[src/rtl/flane_consts.svh]
// Memory map and slot geometry of the ROM side
// Include wherever an offset, the PROM start or a slot width is needed

`ifndef FLANE_CONSTS_SVH
`define FLANE_CONSTS_SVH

// SDRAM word offsets of each requester's region
`define FLANE_GFX_OFFSET  22'h01_0000
`define FLANE_PCM_OFFSET  22'h05_0000
`define FLANE_MAIN_OFFSET 22'h00_0000

// Byte address in the download image, PROMs live above it
`define FLANE_PROM_START  25'h14_0000

// Slot address widths
`define FLANE_GFX_AW  17
`define FLANE_PCM_AW  17
`define FLANE_MAIN_AW 17

`define FLANE_SLOTS 3

`endif
[src/rtl/flane_pkg.sv]
// Types shared by the ROM side RTL and its testbench
// Slots talk to the arbiter with slot_req_t and get slot_rsp_t back
// Referenced with scoped names, no import needed

package flane_pkg;

    // SDRAM data is 16 bits wide, game ROMs are byte oriented
    typedef logic [15:0] word_t;
    typedef logic [ 7:0] byte_t;

    typedef logic [21:0] sdram_addr_t;   // Word address

    // Slot to arbiter
    typedef struct packed {
        logic        req;    // Held until done
        sdram_addr_t addr;   // Slot word address, no offset yet
    } slot_req_t;

    // Arbiter to slot
    typedef struct packed {
        logic  done;         // One cycle pulse
        word_t data;
    } slot_rsp_t;

endpackage

[src/rtl/flane_rom.sv]
// ROM side top level of the arcade core
// Loads the game image into SDRAM and serves graphics, PCM and main CPU reads
// Slot 0 is graphics (16 bits), slot 1 PCM and slot 2 main ROM (8 bits)

`timescale 1ns/1ps

`include "flane_consts.svh"

module flane_rom (
    input  logic                        clk,
    input  logic                        rst_n,
    // Download
    input  logic                        downloading,
    input  logic [24:0]                 ioctl_addr,
    input  flane_pkg::byte_t            ioctl_dout,
    input  logic                        ioctl_wr,
    output flane_pkg::sdram_addr_t      prog_addr,
    output flane_pkg::byte_t            prog_data,
    output logic [1:0]                  prog_mask,
    output logic                        prog_we,
    output logic                        prom_we,
    output logic                        dwnld_busy,
    // SDRAM
    input  logic                        sdram_ack,
    input  logic                        data_dst,
    input  logic                        data_rdy,
    input  flane_pkg::word_t            data_read,
    output logic                        sdram_req,
    output flane_pkg::sdram_addr_t      sdram_addr,
    // Requesters
    input  logic                        gfx_cs,
    input  logic [`FLANE_GFX_AW-1:0]    gfx_addr,
    output flane_pkg::word_t            gfx_data,
    output logic                        gfx_ok,
    input  logic                        pcm_cs,
    input  logic [`FLANE_PCM_AW-1:0]    pcm_addr,
    output flane_pkg::byte_t            pcm_data,
    output logic                        pcm_ok,
    input  logic                        main_cs,
    input  logic [`FLANE_MAIN_AW-1:0]   main_addr,
    output flane_pkg::byte_t            main_data,
    output logic                        main_ok
);

    flane_pkg::slot_req_t slot_req [`FLANE_SLOTS];
    flane_pkg::slot_rsp_t slot_rsp [`FLANE_SLOTS];

    assign dwnld_busy = downloading;

    flane_dwnld u_dwnld (
        .clk         ( clk          ),
        .rst_n       ( rst_n        ),
        .downloading ( downloading  ),
        .ioctl_addr  ( ioctl_addr   ),
        .ioctl_dout  ( ioctl_dout   ),
        .ioctl_wr    ( ioctl_wr     ),
        .sdram_ack   ( sdram_ack    ),
        .prog_addr   ( prog_addr    ),
        .prog_data   ( prog_data    ),
        .prog_mask   ( prog_mask    ),
        .prog_we     ( prog_we      ),
        .prom_we     ( prom_we      )
    );

    flane_rom_slot #(.data_t(flane_pkg::word_t), .AW(`FLANE_GFX_AW)) u_gfx (
        .clk         ( clk          ),
        .rst_n       ( rst_n        ),
        .downloading ( downloading  ),
        .cs          ( gfx_cs       ),
        .addr        ( gfx_addr     ),
        .rsp         ( slot_rsp[0]  ),
        .dout        ( gfx_data     ),
        .ok          ( gfx_ok       ),
        .req         ( slot_req[0]  )
    );

    flane_rom_slot #(.data_t(flane_pkg::byte_t), .AW(`FLANE_PCM_AW)) u_pcm (
        .clk         ( clk          ),
        .rst_n       ( rst_n        ),
        .downloading ( downloading  ),
        .cs          ( pcm_cs       ),
        .addr        ( pcm_addr     ),
        .rsp         ( slot_rsp[1]  ),
        .dout        ( pcm_data     ),
        .ok          ( pcm_ok       ),
        .req         ( slot_req[1]  )
    );

    flane_rom_slot #(.data_t(flane_pkg::byte_t), .AW(`FLANE_MAIN_AW)) u_main (
        .clk         ( clk          ),
        .rst_n       ( rst_n        ),
        .downloading ( downloading  ),
        .cs          ( main_cs      ),
        .addr        ( main_addr    ),
        .rsp         ( slot_rsp[2]  ),
        .dout        ( main_data    ),
        .ok          ( main_ok      ),
        .req         ( slot_req[2]  )
    );

    flane_rom_arb u_arb (
        .clk         ( clk          ),
        .rst_n       ( rst_n        ),
        .downloading ( downloading  ),
        .req         ( slot_req     ),
        .sdram_ack   ( sdram_ack    ),
        .data_dst    ( data_dst     ),
        .data_rdy    ( data_rdy     ),
        .data_read   ( data_read    ),
        .rsp         ( slot_rsp     ),
        .sdram_req   ( sdram_req    ),
        .sdram_addr  ( sdram_addr   )
    );

endmodule

[src/rtl/flane_rom_arb.sv]
// SDRAM read arbiter for the ROM slots
// Fixed priority, slot 0 first. One read in flight at a time
// Adds the slot region offset and hands the returned word back with a done pulse
// Stays idle during download so prog writes own the SDRAM

`timescale 1ns/1ps

`include "flane_consts.svh"

module flane_rom_arb (
    input  logic                    clk,
    input  logic                    rst_n,
    input  logic                    downloading,
    input  flane_pkg::slot_req_t    req [`FLANE_SLOTS],
    input  logic                    sdram_ack,
    input  logic                    data_dst,
    input  logic                    data_rdy,
    input  flane_pkg::word_t        data_read,
    output flane_pkg::slot_rsp_t    rsp [`FLANE_SLOTS],
    output logic                    sdram_req,
    output flane_pkg::sdram_addr_t  sdram_addr
);

    localparam int IW = $clog2(`FLANE_SLOTS);

    typedef enum logic [1:0] {
        st_idle,
        st_req,
        st_wait
    } state_t;

    state_t                  state;
    logic [IW-1:0]           sel;      // Granted slot
    logic [IW-1:0]           pick;
    logic                    any_req;
    logic                    burst;
    logic [`FLANE_SLOTS-1:0] done_q;
    flane_pkg::word_t        rd_word;

    function automatic flane_pkg::sdram_addr_t slot_offset(input logic [IW-1:0] idx);
        case (idx)
            IW'(0):  slot_offset = `FLANE_GFX_OFFSET;
            IW'(1):  slot_offset = `FLANE_PCM_OFFSET;
            default: slot_offset = `FLANE_MAIN_OFFSET;
        endcase
    endfunction

    // Lowest index wins, loop runs downwards so it is assigned last
    always_comb begin
        any_req = 1'b0;
        pick    = '0;
        for (int i = `FLANE_SLOTS - 1; i >= 0; i--) begin
            if (req[i].req) begin
                any_req = 1'b1;
                pick    = IW'(i);
            end
        end
    end

    always_ff @(posedge clk) begin
        if (!rst_n) begin
            state     <= st_idle;
            sdram_req <= 1'b0;
            burst     <= 1'b0;
            done_q    <= '0;
        end else begin
            done_q <= '0;
            case (state)
                st_idle: begin
                    // Skip the done cycle, the served slot still shows req
                    if (!downloading && any_req && done_q == '0) begin
                        sdram_req <= 1'b1;
                        state     <= st_req;
                    end
                end
                st_req: begin
                    if (sdram_ack) begin
                        sdram_req <= 1'b0;
                        state     <= st_wait;
                    end
                end
                st_wait: begin
                    if (data_dst) begin
                        burst <= 1'b1;
                    end
                    if (data_rdy && (burst || data_dst)) begin
                        burst       <= 1'b0;
                        done_q[sel] <= 1'b1;
                        state       <= st_idle;
                    end
                end
                default: state <= st_idle;
            endcase
        end
    end

    always_ff @(posedge clk) begin
        if (state == st_idle) begin
            sel        <= pick;
            sdram_addr <= req[pick].addr + slot_offset(pick);
        end
        if (state == st_wait && data_rdy) begin
            rd_word <= data_read;
        end
    end

    generate
        for (genvar i = 0; i < `FLANE_SLOTS; i++) begin : g_rsp
            assign rsp[i].done = done_q[i];
            assign rsp[i].data = (sel == IW'(i)) ? rd_word : '0;   // Granted slot only
        end
    endgenerate

endmodule

[src/rtl/flane_rom_slot.sv]
// ROM port of one requester
// Keeps the last fetched SDRAM word and answers hits in the same cycle
// A miss raises req toward the arbiter until the done pulse comes back
// data_t picks a 16-bit or an 8-bit payload, AW is the requester address width

`timescale 1ns/1ps

module flane_rom_slot #(
    parameter type data_t = flane_pkg::word_t,
    parameter int  AW     = 17
) (
    input  logic                  clk,
    input  logic                  rst_n,
    input  logic                  downloading,
    input  logic                  cs,
    input  logic [AW-1:0]         addr,
    input  flane_pkg::slot_rsp_t  rsp,
    output data_t                 dout,
    output logic                  ok,
    output flane_pkg::slot_req_t  req
);

    localparam int DW  = $bits(data_t);
    localparam int SAW = $bits(flane_pkg::sdram_addr_t);

    logic [AW-1:0]    cur_wa;       // Word address of the current request
    logic [AW-1:0]    cache_wa;
    logic [AW-1:0]    req_wa;
    flane_pkg::word_t cache_word;
    logic             valid;
    logic             pending;
    logic             hit;
    logic             miss;

    generate
        if (DW == 8) begin : g_byte
            assign cur_wa = {1'b0, addr[AW-1:1]};
            // High byte first to match the swapped image
            assign dout   = addr[0] ? cache_word[7:0] : cache_word[15:8];
        end else begin : g_word
            assign cur_wa = addr;
            assign dout   = cache_word;
        end
    endgenerate

    // Combinational so ok drops as soon as addr moves
    assign hit  = valid && (cache_wa == cur_wa);
    assign miss = cs && !hit && !pending;
    assign ok   = cs && hit;

    assign req.req  = pending;
    assign req.addr = {{(SAW-AW){1'b0}}, req_wa};

    always_ff @(posedge clk) begin
        if (!rst_n) begin
            valid   <= 1'b0;
            pending <= 1'b0;
        end else begin
            if (rsp.done) begin
                pending <= 1'b0;
                valid   <= 1'b1;
            end else if (miss && !downloading) begin
                pending <= 1'b1;
            end
            // SDRAM contents are changing
            if (downloading) begin
                valid <= 1'b0;
            end
        end
    end

    always_ff @(posedge clk) begin
        if (rsp.done) begin
            cache_word <= rsp.data;
            cache_wa   <= req_wa;
        end
        if (miss) begin
            req_wa <= cur_wa;   // Frozen while pending
        end
    end

endmodule

[src/rtl/flane_dwnld.sv]
// Download port to SDRAM write converter
// Each ioctl byte becomes a prog write one cycle later, held until sdram_ack
// Bytes past the PROM start only strobe prom_we, with a PROM relative address

`timescale 1ns/1ps

`include "flane_consts.svh"

module flane_dwnld (
    input  logic                    clk,
    input  logic                    rst_n,
    input  logic                    downloading,
    input  logic [24:0]             ioctl_addr,
    input  flane_pkg::byte_t        ioctl_dout,
    input  logic                    ioctl_wr,
    input  logic                    sdram_ack,
    output flane_pkg::sdram_addr_t  prog_addr,
    output flane_pkg::byte_t        prog_data,
    output logic [1:0]              prog_mask,   // Active low
    output logic                    prog_we,
    output logic                    prom_we
);

    logic        wr_ev;
    logic        is_prom;
    logic [24:0] prom_off;

    assign wr_ev    = downloading & ioctl_wr;
    assign is_prom  = ioctl_addr >= `FLANE_PROM_START;
    assign prom_off = ioctl_addr - `FLANE_PROM_START;

    always_ff @(posedge clk) begin
        if (!rst_n) begin
            prog_we <= 1'b0;
            prom_we <= 1'b0;
        end else begin
            prom_we <= wr_ev & is_prom;   // Single cycle strobe
            if (wr_ev && !is_prom) begin
                prog_we <= 1'b1;
            end else if (sdram_ack) begin
                prog_we <= 1'b0;
            end
        end
    end

    always_ff @(posedge clk) begin
        if (wr_ev) begin
            prog_data <= ioctl_dout;
            if (is_prom) begin
                prog_addr <= prom_off[21:0];   // Byte index inside the PROM area
                prog_mask <= 2'b11;
            end else begin
                prog_addr <= ioctl_addr[22:1];
                // Image is byte swapped, even bytes go to the high lane
                prog_mask <= ioctl_addr[0] ? 2'b10 : 2'b01;
            end
        end
    end

endmodule

[config.mk]
export PLATFORM = sky130hd
export DESIGN_NAME = flane_rom
export DESIGN_NICKNAME = d
export VERILOG_FILES = /design/src/rtl/flane_pkg.sv /design/src/rtl/flane_rom.sv /design/src/rtl/flane_rom_arb.sv /design/src/rtl/flane_rom_slot.sv /design/src/rtl/flane_dwnld.sv
export VERILOG_INCLUDE_DIRS = /design/src /design/src/rtl
export SDC_FILE = /design/constraint.sdc
export NUM_CORES = 1
export LEC_CHECK = 0
export ABC_AREA = 1
export CAP_MARGIN = 20
export CORE_MARGIN = 3
export CORE_UTILIZATION = 50
export CTS_CLUSTER_SIZE = 10
export DETAILED_ROUTE_END_ITERATION = 12
export DONT_BUFFER_PORTS = 1
export GPL_ROUTABILITY_DRIVEN = 0
export PLACE_DENSITY = 0.77
export SLEW_MARGIN = 20
export SYNTH_ARGS = -nofsm -noshare
export SYNTH_HDL_FRONTEND = slang
export SYNTH_SLANG_ARGS = --single-unit
[constraint.sdc]
create_clock -name clk -period 2.1 [get_ports clk]
set_input_delay 0.315 -clock clk [delete_from_list [all_inputs] [get_ports clk]]
set_output_delay 0.315 -clock clk [all_outputs]
set_load 0.01 [all_outputs]
## Word level (Yosys, flattened, before mapping)

Index checks and enable logic that the tools add are counted.
Widths: inputs -> output; s select.

- Register bits after elaboration: 233
- Output and inout port bits: 93
- Input port bits: 110
- Word-level logic and storage cells: 120

- Magnitude comparators: 4
- Muxes and demuxes: 27
- $add $sub $neg: 2
- Bitwise logic cells: 4
- Reductions and logical operators: 45
- Eq/ne operators: 11

Operators with widths:

| kind | number |
|---|---|
| $mux 22 | 4 |
| $bmux 23 s2 | 1 |
| $pmux 19 s2 | 1 |
| $eq 16x16->1 | 2 |
| $ge 25x21->1 const B | 1 |
| $add 22x22->22 | 1 |
| $sub 22x21->22 const B | 1 |
| $logic_and 1x1->1 | 21 |
| $eq 17x17->1 | 1 |
| $mux 8 | 2 |
| $mux 2 | 7 |
| $mux 1 | 9 |
| $reduce_and 3->1 | 3 |
| $logic_not 1->1 | 8 |
| $reduce_or 2->1 | 4 |
| $eq 2x1->1 const B | 3 |
| $logic_not 2->1 | 3 |
| $pmux 2 s3 | 1 |
| $reduce_bool 2->1 | 3 |
| $eq 2x2->1 const B | 2 |
| $ne 2x1->1 const B | 2 |
| $ge 3x3->1 const B | 1 |
| $logic_not 3->1 | 1 |
| $lt 2x3->1 const B | 1 |
| 9 further kinds | 10 |

## Longest topological paths before layout

- Depth in word-level cells: 8
- Depth in mapped cells: 9
- Gate-level depth less buffers: 9

## Cells and area by module

Synthesis repeated with hierarchy kept, for this count alone.

- Cells, all modules: 942
- Area total of the unflattened synthesis: 10,287.4 µm²

Modules (own cells, without submodules):

| module | seq. area each (µm²) | cells each | times used | area each (µm²) |
|---|---|---|---|---|
| flane_rom_slot at u_main ... | 1,481.4 | 183 | 2 | 2,143.3 |
| flane_rom_arb | 1,341.3 | 277 | 1 | 2,391.0 |
| flane_rom_slot at u_gfx | 1,541.5 | 150 | 1 | 1,988.2 |
| flane_dwnld | 1,001.0 | 148 | 1 | 1,614.0 |
| flane_rom | 0.0 | 1 | 1 | 7.5 |

## Least setup slack after synthesis

Ideal clock, no wire load.

- Path kind: reg-to-reg
- Start point: reg u_arb.state[0]
- End point: reg u_arb.sdram_req
- Stages on the path, launching flop included: 4
- Period minus slack after synthesis: 1,822 ps
- Path slack: 278 ps
- Arrival time: 1,752 ps
- Path buffers: 0
- Setup time: 70 ps
- Data required time: 2,030 ps
- Path through: dfxtp_1 > nor2_1 > o311ai_0 > a21oi_1

- Word-level cells in the longest chain between the ends: 3
- Elaborated cells on any way between the ends: 7
- Those cells by class: eq/ne (3); mux (1); reduce/logical (3)

Ends and longest elaborated chain:

| what | RTL line | source |
|---|---|---|
| from (decl) | flane_rom_arb.sv:32 | `state_t state;` |
| from (signal assigned) | flane_rom_arb.sv:62 | `state <= st_idle;` |
| from (signal assigned) | flane_rom_arb.sv:73 | `state <= st_req;` |
| from (signal assigned) | flane_rom_arb.sv:79 | `state <= st_wait;` |
| $eq 2x1->1 or $logic_not 2->1 (tied branches) | flane_rom_arb.sv:68 | `case (state)` |
| $ne 2x2->1 (no line) (tied with other cells) | n/a |  |
| $reduce_and 3->1 (no line) | n/a |  |
| to (signal assigned) | flane_rom_arb.sv:63 | `sdram_req <= 1'b0;` |
| to (signal assigned) | flane_rom_arb.sv:72 | `sdram_req <= 1'b1;` |
| to (signal assigned) | flane_rom_arb.sv:78 | `sdram_req <= 1'b0;` |
| to (decl) | flane_rom_arb.sv:20 | `output logic sdram_req,` |

Several ways; a longest one is shown, not always the timed one.
A chain may end at the register's enable or synchronous reset.

## Worst setup path after layout

- Start point: reg u_main.cache_wa[1]
- End point: out main_ok

- Word-level cells in the longest chain between the ends: 3

Ends and longest elaborated chain:

| what | RTL line | source |
|---|---|---|
| from (decl) | flane_rom_slot.sv:27 | `logic [AW-1:0] cache_wa;` |
| from (signal assigned) | flane_rom_slot.sv:75 | `cache_wa <= req_wa;` |
| $eq 16x16->1 | flane_rom_slot.sv:47 | `assign hit = valid && (cache_wa == cur_wa);` |
| $logic_and 1x1->1 | flane_rom_slot.sv:47 |  |
| $logic_and 1x1->1 | flane_rom_slot.sv:49 | `assign ok = cs && hit;` |
| to (decl) | flane_rom.sv:42 | `output logic main_ok` |

Every way passes these cells.

==> summary.md <==
| Metric | Value |
|---|---|
| Status | completed |
| Initial Util | 0.515 |
| Total power | ~10 mW |
| H-tree levels | 1 |
| Cells after Synth | ~790 |
| F_max | just under 500 MHz |
| Initial antenna violation count | 0 |
| Crit path DAT | about 1.8 ns |
| Fin nets | 1,025 |
| Largest net degree at the start of global routing | 35 |
| P_leak | between 4 and 5 nW |
| CTS tree | yes |
| Die height | 143 µm |
| Net Sw Frac | 0.220 |
| RSZ-0062 raised after global routing | true |
| Mean Syn Cell Area | between 10 and 15 µm² |
| Worst-case clock skew | ~0.018 ns |
| Antenna Cells | 0 |
| Clk_lat worst skew | 0.51 ns |
| Dpl ws | around 0.37 ns |
| Worst setup margin | approximately 0.028 ns |
| Sinks on the clock net | 229 |
| Comb pwr share | 0.065 |
| Min Clock Period, post-route | between 2 and 2.5 ns |
| First-pass GRT wire length | roughly 34 mm |
| Clk pin slew, worst setup/hold paths | 0.05 ns |
| 1st-iter DRT viols | approximately 580 |
| Detailed Route WL | about 23 mm |
| Placed Instance Area | slightly below 10,000 µm² |
| Critical path endpoint category | output port |
| Core ar. | 18,200 µm² |
| Reg power frac | 0.531 |
| Hold Crit Class | input pin to flip-flop |
| Die X | between 100 and 150 µm |
| Rows | 49 |
| Port bufs | 0 |
| Post-layout util | 0.628 |
| Power per cell area | 893 nW/µm² |
| Synth Register Bits | ~230 |
| Ys Warns | 0 |
| Max FO, Critical Path | 2 |
| Final Cycle Share | 0.986 |
| Top post-synthesis cells by area | edfxtp_1, nand2_1, inv_1, nor2_1, dfxtp_1 |
| Most common cell after layout, fill and taps aside | edfxtp_1 |
| Gr usage total | 0.222 |
| Max-cap violations | 0 |
| Placed Cells incl. Taps | between 1,000 and 1,500 |
| Detailed-route via count | between 6,000 and 7,000 |
| Setup violators final | 0 |
| Sequential fraction of the synthesis area | 0.717 |
| Cell area after layout | ~11,000 µm² |
| Clock tree buffer depth | 3 |
| Non-filler cells, final | 1,161 |
| # DRC | 0 |
| Cell variety after synth | 36 |
| R2R Path Start | u_gfx.cache_wa[14]$_DFFE_PP_ |
| Max Transition Viols Final | 0 |
| Worst Hold Launch | ioctl_addr[5] |
| Internal | roughly 8 mW |
| CTS root buffer | clkbuf_16 |
| Worst Setup Start Kind | flip-flop |
| Top Ports | around 200 |
| DP Wirelength | ~15 mm |
| Vias in the first global route | 6,341 |
| Router iterations before antenna repair | 5 |
| Worst Tran Pin Value | between 0.6 and 0.7 ns |
| Fin. Hold Viols | 0 |
| Most frequent cells in the layout | edfxtp_1, nand2_1, inv_1 |
| Drt via density | 5.30 |
| DR WL/cell | 19.8 µm |
| Final antenna-violating net count | 0 |
| Layout area overhead | 21.9% |
| Share of cells above drive strength 1 | 0.113 |
| Crit Path Category | flip-flop to output port |
| Post-Synthesis Cell Area | about 9400 µm² |
| Total grt overflow | 0 |
| CP Data Required Time | between 1.5 and 2 ns |
| Worst vdd rail ir drop | approximately 0.65 mV |
| Die area | 20,400 µm² |
| CP Launch Point | u_main.cache_wa[1]$_DFFE_PP_ |
| Clock power frac | 0.404 |
| Psw | around 2.3 mW |
| Inserted Clock Buffers | 27 |
| Relative slew slack | 0.534 |
| Cell taking the most area after synthesis | edfxtp_1 |
| Share of the synthesized area in the top cell type | 0.685 |
==> power by group through the flow <==
stage / logic (mW) / clock network (mW) / registers [mW]
finish: 0.668 / 4.12 / 5.42
global route: 0.740 / 4.39 / 5.44
CTS: 0.660 / 4.19 / 5.42
detailed placement: 0.511 / 0 / 5.51
global placement: 0.489 / 0 / 5.51
floorplan: 0.381 / 0 / 5.46
==> per-stage QoR <==
step                      hold WS, ns  setup TNS (ns)
after floorplan                 0.414               0
after detailed placement        0.414               0
final                          0.0207               0
after global routing          0.00706          -0.137
after CTS                     0.00143               0
after global placement          0.414               0
==> worst paths after layout <==
check / end / depth (start not counted) / slack (ns)
min: u_dwnld.prog_addr[5]$_DFFE_PP_ / 2 / 0.02
min reg2reg: u_pcm.cache_wa[0]$_DFFE_PP_ / 0 / 0.44
max: main_ok / 7 / 0.03
max reg2reg: u_gfx.req_wa[11]$_DFFE_PP_ / 6 / 0.32
==> critical path, stage by stage (launching register included) <==
cell and delay [ns]:
edfxtp_1 0.41, nand2_1 0.10, nand2_1 0.07, nor3_2 0.15, nand4_1 0.11, nor2_1 0.10, nand3b_1 0.14, nor2_2 0.20
==> cell type report <==
type | instances | area [µm²]
timing repair buffer | 111 | 1070
inverter | 124 | 468
multi-input combinational | 419 | 2110
sequential | 229 | 6730
clock inverter | 1 | 8.76
tap | 229 | 287
clock buffer | 48 | 764
fill | 1342 | 6770
==> layer usage <==
metal,share of wire,up-vias,GRT usage,routed length [µm]
met5,0,-,0,0
met4,0.034,0,0.0790,783
met3,0.10,56,0.0750,2340
met2,0.46,303,0.343,10600
met1,0.40,2936,0.295,9230
li1,-,2862,-,-
==> timing repair <==
action                                 in CTS  in global routing
setup endpoints to repair                   1                  3
setup buffers                               0                  3
pin swaps                                   0                  4
endpoints found under the hold margin      94                  0
resized for setup                           3                  5
hold buffers                               90                  0
==> synth_stat cells <==
| master | n |
|---|---|
| o21a_1 | 1 |
| ha_1 | 3 |
| nand2_1 | 162 |
| inv_2 | 3 |
| nand4_1 | 8 |
| nand3b_1 | 3 |
| clkbuf_1 | 5 |
| edfxtp_1 | 214 |
| nor2_1 | 103 |
| a21oi_1 | 8 |
| xor2_1 | 2 |
| o311ai_0 | 1 |
| nor2_2 | 1 |
| nor3b_2 | 1 |
| inv_4 | 1 |
| nor4_1 | 1 |
| mux2_2 | 16 |
| nor2_4 | 1 |
| a21oi_2 | 1 |
| nand2_4 | 1 |
| buf_2 | 3 |
| conb_1 | 1 |
| o21ai_2 | 18 |
| o21ai_0 | 9 |
| nand3_1 | 47 |
| nand2_2 | 1 |
| buf_4 | 5 |
| dfxtp_1 | 15 |
| inv_1 | 120 |
| nor3_1 | 6 |
| o211ai_1 | 1 |
| o2111ai_1 | 1 |
| xnor2_1 | 14 |
| buf_6 | 4 |
| and2_1 | 2 |
| or2_2 | 4 |
==> sequential cells by signal (all words and copies together), names as in the netlist, 17 cells and up <==
name / cells
u_arb.sdram_addr: 18
u_dwnld.prog_addr: 22
u_gfx.cache_wa: 17
u_gfx.req_wa: 17
==> cells by family (layout without fill, tap and decap cells) <==
group	after synthesis	count (layout)	share of synthesized area
simple gates	341	341	0.152
flops	229	229	0.717
buf+inv	141	284	0.0623
compound gates	40	40	0.0303
xor+xnor	16	16	0.0149
mux	16	16	0.0192
fa+ha+maj	3	3	0.00400
other cells	1	3	0.000400
No activity file was read; power rests on OpenSTA's default activity.
